===== src/verilog/ctrlDefs.svh =====
// Opcode, function code, width and step-count macros shared by the control unit package and RTL
`ifndef CTRL_DEFS_SVH
`define CTRL_DEFS_SVH

// Instruction field and sequencer widths
`define OP_W            6
`define FUNCT_W         6
`define STEP_W          2
`define SEL_W           2
`define WSEL_W          3

// Steps per phase
`define FETCH_STEPS     4
`define DECODE_STEPS    2
`define ALU_STEPS       3

// Opcodes
`define OP_RTYPE        6'b000000
`define OP_SRAM         6'b000001
`define OP_J            6'b000010
`define OP_JAL          6'b000011
`define OP_BEQ          6'b000100
`define OP_BNE          6'b000101
`define OP_BLE          6'b000110
`define OP_BGT          6'b000111
`define OP_ADDI         6'b001000
`define OP_ADDIU        6'b001001
`define OP_SLTI         6'b001010
`define OP_LUI          6'b001111
`define OP_LB           6'b100000
`define OP_LH           6'b100001
`define OP_LW           6'b100011
`define OP_SB           6'b101000
`define OP_SH           6'b101001
`define OP_RT           6'b101011

// Function codes under OP_RTYPE
`define FUNCT_SLL       6'b000000
`define FUNCT_SRL       6'b000010
`define FUNCT_SRA       6'b000011
`define FUNCT_SLLV      6'b000100
`define FUNCT_DIVM      6'b000101
`define FUNCT_SRAV      6'b000111
`define FUNCT_JR        6'b001000
`define FUNCT_BREAK     6'b001101
`define FUNCT_MFHI      6'b010000
`define FUNCT_MFLO      6'b010010
`define FUNCT_RTE       6'b010011
`define FUNCT_MULT      6'b011000
`define FUNCT_DIV       6'b011010
`define FUNCT_ADD       6'b100000
`define FUNCT_SUB       6'b100010
`define FUNCT_AND       6'b100100
`define FUNCT_SLT       6'b101010

// Stack pointer write done by the reset sequence
`define SP_REG_SEL      2'b11
`define SP_DATA_SEL     3'b110

`endif


===== src/verilog/ctrlPkg.sv =====
// Control unit types; imported by the RTL and testbench that use them
`default_nettype none

`include "ctrlDefs.svh"

package ctrlPkg;

    // Result of opcode and function decode
    typedef enum logic [2:0] {
        ClsAdd,
        ClsSub,
        ClsAddImm,
        ClsNop,
        ClsIllegal
    } instrClass_t;

    // PhReset first so the reset phase encodes as zero
    typedef enum logic [2:0] {
        PhReset,
        PhFetch,
        PhDecode,
        PhExecute,
        PhTrap
    } phase_t;

    // Datapath strobes and mux selects
    typedef struct packed {
        logic              pcWrite;
        logic              loadAb;
        logic              aluOutLoad;
        logic              memRead;
        logic              irWrite;
        logic              regWrite;
        logic [`SEL_W-1:0]  aluSrcA;
        logic [`SEL_W-1:0]  aluSrcB;
        logic [`SEL_W-1:0]  wrReg;
        logic [`WSEL_W-1:0] aluOp;
        logic [`WSEL_W-1:0] wdReg;
    } ctrlWord_t;

endpackage

`default_nettype wire


===== src/verilog/controlSequencer.sv =====
// Phase and step state of the microsequencer; dispatches on the instruction class after decode
`timescale 1ns/1ps
`default_nettype none

`include "ctrlDefs.svh"

module controlSequencer (
    input  logic                 clk,
    input  logic                 rstN,
    input  ctrlPkg::instrClass_t instrClass,
    output ctrlPkg::phase_t      phase,
    output logic [`STEP_W-1:0]   step
);
    import ctrlPkg::*;

    localparam logic [`STEP_W-1:0] FetchLast  = `STEP_W'(`FETCH_STEPS - 1);
    localparam logic [`STEP_W-1:0] DecodeLast = `STEP_W'(`DECODE_STEPS - 1);
    localparam logic [`STEP_W-1:0] AluLast    = `STEP_W'(`ALU_STEPS - 1);

    // Execute length is fixed at dispatch
    logic aluInstr;
    logic isAluClass;

    assign isAluClass = (instrClass == ClsAdd) || (instrClass == ClsSub) ||
                        (instrClass == ClsAddImm);

    always_ff @(posedge clk or negedge rstN) begin
        if (!rstN) begin
            phase    <= PhReset;
            step     <= '0;
            aluInstr <= 1'b0;
        end else begin
            case (phase)
                PhReset: begin
                    phase <= PhFetch;
                    step  <= '0;
                end
                PhFetch: begin
                    if (step == FetchLast) begin
                        phase <= PhDecode;
                        step  <= '0;
                    end else begin
                        step <= step + 1'b1;
                    end
                end
                PhDecode: begin
                    if (step == DecodeLast) begin
                        // Dispatch edge
                        aluInstr <= isAluClass;
                        phase    <= (instrClass == ClsIllegal) ? PhTrap : PhExecute;
                        step     <= '0;
                    end else begin
                        step <= step + 1'b1;
                    end
                end
                PhExecute: begin
                    if (!aluInstr || step == AluLast) begin
                        phase <= PhFetch;
                        step  <= '0;
                    end else begin
                        step <= step + 1'b1;
                    end
                end
                default: begin
                    // Trap and unused encodings go straight back to fetch
                    phase <= PhFetch;
                    step  <= '0;
                end
            endcase
        end
    end

endmodule

`default_nettype wire


===== src/verilog/controlUnit.sv =====
// Top level of the multicycle control unit; connects decoder, sequencer and word generator
`timescale 1ns/1ps
`default_nettype none

`include "ctrlDefs.svh"

module controlUnit (
    input  logic                clk,
    input  logic                rstN,
    input  logic [`OP_W-1:0]    op,
    input  logic [`FUNCT_W-1:0] funct,
    output ctrlPkg::ctrlWord_t  ctrl
);
    import ctrlPkg::*;

    instrClass_t         instrClass;
    phase_t              phase;
    logic [`STEP_W-1:0]  step;

    instrDecoder decoder_i (
        .op         (op),
        .funct      (funct),
        .instrClass (instrClass)
    );

    controlSequencer sequencer_i (
        .clk        (clk),
        .rstN       (rstN),
        .instrClass (instrClass),
        .phase      (phase),
        .step       (step)
    );

    // Output register lags the sequencer by one edge
    controlWordGen wordGen_i (
        .clk        (clk),
        .rstN       (rstN),
        .phase      (phase),
        .step       (step),
        .instrClass (instrClass),
        .ctrl       (ctrl)
    );

endmodule

`default_nettype wire


===== src/verilog/controlWordGen.sv =====
// Registered control word for each phase, step and instruction class of the sequencer
`timescale 1ns/1ps
`default_nettype none

`include "ctrlDefs.svh"

module controlWordGen (
    input  logic                 clk,
    input  logic                 rstN,
    input  ctrlPkg::phase_t      phase,
    input  logic [`STEP_W-1:0]   step,
    input  ctrlPkg::instrClass_t instrClass,
    output ctrlPkg::ctrlWord_t   ctrl
);
    import ctrlPkg::*;

    localparam logic [`STEP_W-1:0] FetchLast  = `STEP_W'(`FETCH_STEPS - 1);
    localparam logic [`STEP_W-1:0] DecodeLast = `STEP_W'(`DECODE_STEPS - 1);

    instrClass_t execClass;
    ctrlWord_t   nextWord;

    // Class captured at dispatch so op and funct may change during execute
    always_ff @(posedge clk) begin
        if (phase == PhDecode && step == DecodeLast) begin
            execClass <= instrClass;
        end
    end

    always_comb begin
        nextWord = '0;
        case (phase)
            PhReset: begin
                nextWord.regWrite = 1'b1;
                nextWord.wrReg    = `SP_REG_SEL;
                nextWord.wdReg    = `SP_DATA_SEL;
            end
            PhFetch: begin
                if (step == FetchLast) begin
                    nextWord.pcWrite = 1'b1;
                    nextWord.irWrite = 1'b1;
                end else begin
                    // Memory read while PC + 4 is computed
                    nextWord.memRead = 1'b1;
                    nextWord.aluSrcB = 2'd1;
                    nextWord.aluOp   = 3'd1;
                end
            end
            PhDecode: begin
                if (step == DecodeLast) begin
                    nextWord.loadAb = 1'b1;
                end else begin
                    // Branch target precompute
                    nextWord.aluSrcB    = 2'd3;
                    nextWord.aluOp      = 3'd1;
                    nextWord.aluOutLoad = 1'b1;
                end
            end
            PhExecute: begin
                if (step == '0 && execClass inside {ClsAdd, ClsSub, ClsAddImm}) begin
                    nextWord.aluSrcA    = 2'd2;
                    nextWord.aluOutLoad = 1'b1;
                    nextWord.aluSrcB    = (execClass == ClsAddImm) ? 2'd2 : 2'd0;
                    nextWord.aluOp      = (execClass == ClsSub) ? 3'd2 : 3'd1;
                end else if (step == 2'd1) begin
                    // Write back ALUOut
                    nextWord.regWrite = 1'b1;
                    nextWord.wrReg    = 2'd1;
                    nextWord.wdReg    = 3'd0;
                end
            end
            default: nextWord = '0;
        endcase
    end

    always_ff @(posedge clk or negedge rstN) begin
        if (!rstN) begin
            ctrl <= '0;
        end else begin
            ctrl <= nextWord;
        end
    end

endmodule

`default_nettype wire


===== src/verilog/instrDecoder.sv =====
// Combinational opcode and function field decode into the instruction class used by the sequencer
`timescale 1ns/1ps
`default_nettype none

`include "ctrlDefs.svh"

module instrDecoder (
    input  logic [`OP_W-1:0]    op,
    input  logic [`FUNCT_W-1:0] funct,
    output ctrlPkg::instrClass_t instrClass
);
    import ctrlPkg::*;

    always_comb begin
        instrClass = ClsIllegal;
        case (op)
            `OP_RTYPE: begin
                case (funct)
                    `FUNCT_ADD: instrClass = ClsAdd;
                    `FUNCT_SUB: instrClass = ClsSub;
                    // Legal but not sequenced yet
                    `FUNCT_AND, `FUNCT_DIV, `FUNCT_MULT, `FUNCT_JR,
                    `FUNCT_MFHI, `FUNCT_MFLO, `FUNCT_SLL, `FUNCT_SLLV,
                    `FUNCT_SLT, `FUNCT_SRA, `FUNCT_SRAV, `FUNCT_SRL,
                    `FUNCT_BREAK, `FUNCT_RTE, `FUNCT_DIVM: begin
                        instrClass = ClsNop;
                    end
                    default: instrClass = ClsIllegal;
                endcase
            end
            `OP_ADDI: instrClass = ClsAddImm;
            // Immediate and jump types without a sequence
            `OP_ADDIU,
            `OP_BEQ,
            `OP_BNE,
            `OP_BLE,
            `OP_BGT,
            `OP_SRAM,
            `OP_LB,
            `OP_LH,
            `OP_LUI,
            `OP_LW,
            `OP_SB,
            `OP_SH,
            `OP_SLTI,
            `OP_RT,
            `OP_J,
            `OP_JAL: begin
                instrClass = ClsNop;
            end
            default: instrClass = ClsIllegal;
        endcase
    end

endmodule

`default_nettype wire

===== config.mk =====
export PLATFORM = sky130hd
export DESIGN_NAME = controlUnit
export DESIGN_NICKNAME = d
export VERILOG_FILES = /design/src/verilog/ctrlPkg.sv /design/src/verilog/controlSequencer.sv /design/src/verilog/controlUnit.sv /design/src/verilog/controlWordGen.sv /design/src/verilog/instrDecoder.sv
export VERILOG_INCLUDE_DIRS = /design/src /design/src/verilog
export SDC_FILE = /design/constraint.sdc
export NUM_CORES = 1
export LEC_CHECK = 0
export BUFFER_PORTS_ARGS = -buffer_cell sky130_fd_sc_hd__buf_2
export CAP_MARGIN = 20
export CORE_ASPECT_RATIO = 1.5
export CORE_MARGIN = 1.5
export CORE_UTILIZATION = 40
export CTS_CLUSTER_DIAMETER = 100
export DETAILED_ROUTE_END_ITERATION = 7
export GPL_TIMING_DRIVEN = 1
export HOLD_SLACK_MARGIN = 0.05
export PLACE_DENSITY = 0.68
export SKIP_LAST_GASP = 1
export SYNTH_ARGS = -nofsm -noshare
export SYNTH_HDL_FRONTEND = slang
export SYNTH_SLANG_ARGS = --single-unit

===== constraint.sdc =====
create_clock -name clk -period 1.57 [get_ports clk]
set_input_delay 0.314 -clock clk [delete_from_list [all_inputs] [get_ports clk]]
set_output_delay 0.314 -clock clk [all_outputs]
set_load 0.01 [all_outputs]

==> impl_metrics.toml <==
[sta]
rsz_0062_raised_after_global_routing = "no"
final-max-slew-violation-count = 0
final.period_utilization = 0.9087
finalCriticalPeriod_ns = 1.427
worst_clk_skew_ns = 0.005475
setup_viol_count_final = 0
clock.fmax_mhz = 701.0
final-hold-violation-count = 0
hold-worst-slack_ns = 0.4850

[worst_setup_path]
critical_path_arrival_ns = 1.60
critical_path_s_largest_stage_delay_ns = 0.53
timing_endpoint_of_the_critical_path = "sequencer_i.phase[1]$_DFFE_PN0P_"
cp-start-kind = "input pin"
critical_path.startpoint = "op[2]"
path_max_fanout = 4
worstRegToRegCells = 5
critPathRequiredTime_ns = 1.75
worst_r2r_endpoint = "sequencer_i.step[0]$_DFF_PN0_"
r2r_start = "sequencer_i.step[0]$_DFF_PN0_"
crit_slowest_cell = "sky130_fd_sc_hd__or4_4"
critPathCaptureType = "register"
criticalPathCategory = "in -> reg"
setup.reg_to_reg.worst_slack_ns = 0.17
crit_chain = "buf_2 > or4_4 > nor2_1 > a22oi_1 > and2_4 > o221ai_2"

[floorplan]
effective_utilization_at_floorplan = 0.4264
core_area_um2 = 2943
design.portCount = 32
placementRows = 24
floorplan.die_area_um2 = 3489
dieHeight_um = 71.60
chipWidth_um = 48.74

[global_routing]
antenna_found_initial = 0
grt_first_pass_wirelength_mm = 4.595
first_global_vias = 1073
track_usage = 0.1698
grt_start_max_net_pins = 19
gr-total-overflow = 0

[layout]
fin_area_um2 = 1592
antenna-diode-count = 0
mostFrequentLayoutCells = "sky130_fd_sc_hd__buf_2, sky130_fd_sc_hd__buf_4, sky130_fd_sc_hd__dfrtp_1"
finalCoreUtilization = 0.5408
instances_no_fill = 215
fraction_of_final_layout_cells_with_drive_strength_greater_than_1 = 0.3409
design.final.nets = 196
layout.cells.most_common = "sky130_fd_sc_hd__buf_2"
layout-area-overhead-vs-synth_pct = 26.82

[clock_tree]
htree_levels = 1
post_cts_clock_slew_at_the_launch_and_capture_registers_of_the_worst_setup_and_hold_paths_ns = 0.08
cell_at_the_root_of_the_clock_tree = "sky130_fd_sc_hd__clkbuf_8"
cts_max_path_buffers = 2
tritoncts_clock_tree = "yes"
clkLatencyLatePin_ns = 0.26
cts_made_buffers = 3
cts.sinks = 21

[synthesis]
yosys_warnings = 0
synth.ff_latch_count = 21
post_synth.cell_area_avg_um2 = 9.436
postSynth.topFlopCell = "sky130_fd_sc_hd__dfrtp_1"
synth_seq_area_share = 0.4307
netlist.top_cell.by_area = "sky130_fd_sc_hd__dfrtp_1"
synthesis.instances = 133
synth_top_cell_area_share = 0.3589
synth.lib_cells_used.distinct = 49
synth_area_um2 = 1255
synth_top_cells_by_area = "sky130_fd_sc_hd__dfrtp_1, sky130_fd_sc_hd__edfxtp_1, sky130_fd_sc_hd__ha_1"
synth-async-reset-ratio = 0.8571
synth_enable_flop_cells = 3

[route]
finalWirelength_mm = 2.640
detail_route.first_pass.iterations = 4
drtAntennaViolNets = 0
route.vias.total = 1117
drcViolationCount = 0
wl_per_cell_um = 12.28
drt_iter0_drc = 18
route.detailed.vias_per_inst = 5.195

[flow_run]
max_cap_viol_count = 0

[power_and_ir_drop]
irDropWorstVdd_mv = 0.5046
leakage_nw = 0.8122
powerDensity_nw_per_um2 = 1263

[placement]
post_dp_cell_area_um2 = 1533
number_of_port_buffers = 28
dp_hpwl_mm = 2.029
gp_congestion = 0.7911
place.detailed.instances = 210

[min_path]
hold_path_class = "reg -> reg"

[status]
status = "complete, no violations"
-- worst min-delay path by stage --
stage,endpoint,slack (ns),depth (start not counted),startpoint
finish,wordGen_i.ctrl[4]$_DFF_PN0_,0.49,1,wordGen_i.execClass[1]$_DFFE_PP_
global route,wordGen_i.ctrl[4]$_DFF_PN0_,0.51,1,wordGen_i.execClass[1]$_DFFE_PP_
CTS,wordGen_i.ctrl[4]$_DFF_PN0_,0.48,1,wordGen_i.execClass[1]$_DFFE_PP_
detailed placement,wordGen_i.ctrl[8]$_DFF_PN0_,0.26,1,rstN
global placement,wordGen_i.ctrl[4]$_DFF_PN0_,0.26,1,rstN
floorplan,sequencer_i.aluInstr$_DFFE_PN0P_,0.02,0,rstN
-- kinds of logic after synthesis --
| kind of cell | synth area share |
|---|---|
| compound gates | 0.1855 |
| simple gates | 0.2243 |
| flops | 0.4307 |
| fa+ha+maj | 0.04985 |
| buf+inv | 0.09072 |
| other cells | 0.002988 |
| mux | 0.01595 |
-- metrics by stage --
stage	setup WS, ns	power, mW	TNS, ns
floorplan	-0.008954	1.373	-0.008954
global placement	-0.1134	1.620	-0.4678
detailed placement	-0.1351	1.654	-0.6748
CTS	0.1363	2.021	0
global route	0.007687	2.159	0
finish	0.1434	2.009	0
-- critical path: cells and delay by family --
family	cells	cell delay, ns
buffers and inverters	1	0.10
and+or+nand+nor	3	0.89
AOI/OAI and AO/OA	2	0.30
-- timing repair --
item	4_1_cts	5_1_grt
hold endpoints to repair	18	0
buffers inserted	0	0
hold buffers	1	0
resized for setup	0	0
-- power by group --
part	internal [mW]	switching, mW
registers	0.705	0.107
logic	0.378	0.462
clock network	0.179	0.179
-- cell usage after synthesis, types with 2 or more instances --
cell type,instances
sky130_fd_sc_hd__a211o_1,2
sky130_fd_sc_hd__a21o_1,3
sky130_fd_sc_hd__a21oi_1,6
sky130_fd_sc_hd__and3_1,2
sky130_fd_sc_hd__buf_4,6
sky130_fd_sc_hd__clkbuf_1,5
sky130_fd_sc_hd__dfrtp_1,18
sky130_fd_sc_hd__edfxtp_1,3
sky130_fd_sc_hd__ha_1,5
sky130_fd_sc_hd__inv_1,8
sky130_fd_sc_hd__mux2i_1,2
sky130_fd_sc_hd__nand2_1,9
sky130_fd_sc_hd__nand2b_1,5
sky130_fd_sc_hd__nor2_1,13
sky130_fd_sc_hd__nor2b_1,3
sky130_fd_sc_hd__nor3_1,6
sky130_fd_sc_hd__nor3b_1,2
sky130_fd_sc_hd__o21ai_0,3
sky130_fd_sc_hd__o22ai_1,2
-- state kept, by name, summed over array words and instances, names as in the netlist --
| register | cells |
|---|---|
| sequencer_i.aluInstr | 1 |
| sequencer_i.phase | 3 |
| sequencer_i.step | 2 |
| wordGen_i.ctrl | 12 |
| wordGen_i.execClass | 3 |
-- per-layer routing --
layer  part of all wire  vias to the layer above  global-route usage
met5                  0                        -                   0
met4              0.013                        0             0.08254
met3              0.036                        4             0.02500
met2               0.58                       34              0.3394
met1               0.37                      533              0.1653
li1                   -                      546                   -
-- layout make-up --
cell class | count | area [um^2]
timing repair buffer | 51 | 315.3
multi-input combinational | 92 | 608.1
clock buffer | 3 | 41.29
clock inverter | 1 | 7.507
sequential | 21 | 540.5
inverter | 8 | 30.03
fill | 289 | 1351
tap | 39 | 48.80
(Power assumes the default switching activity.)
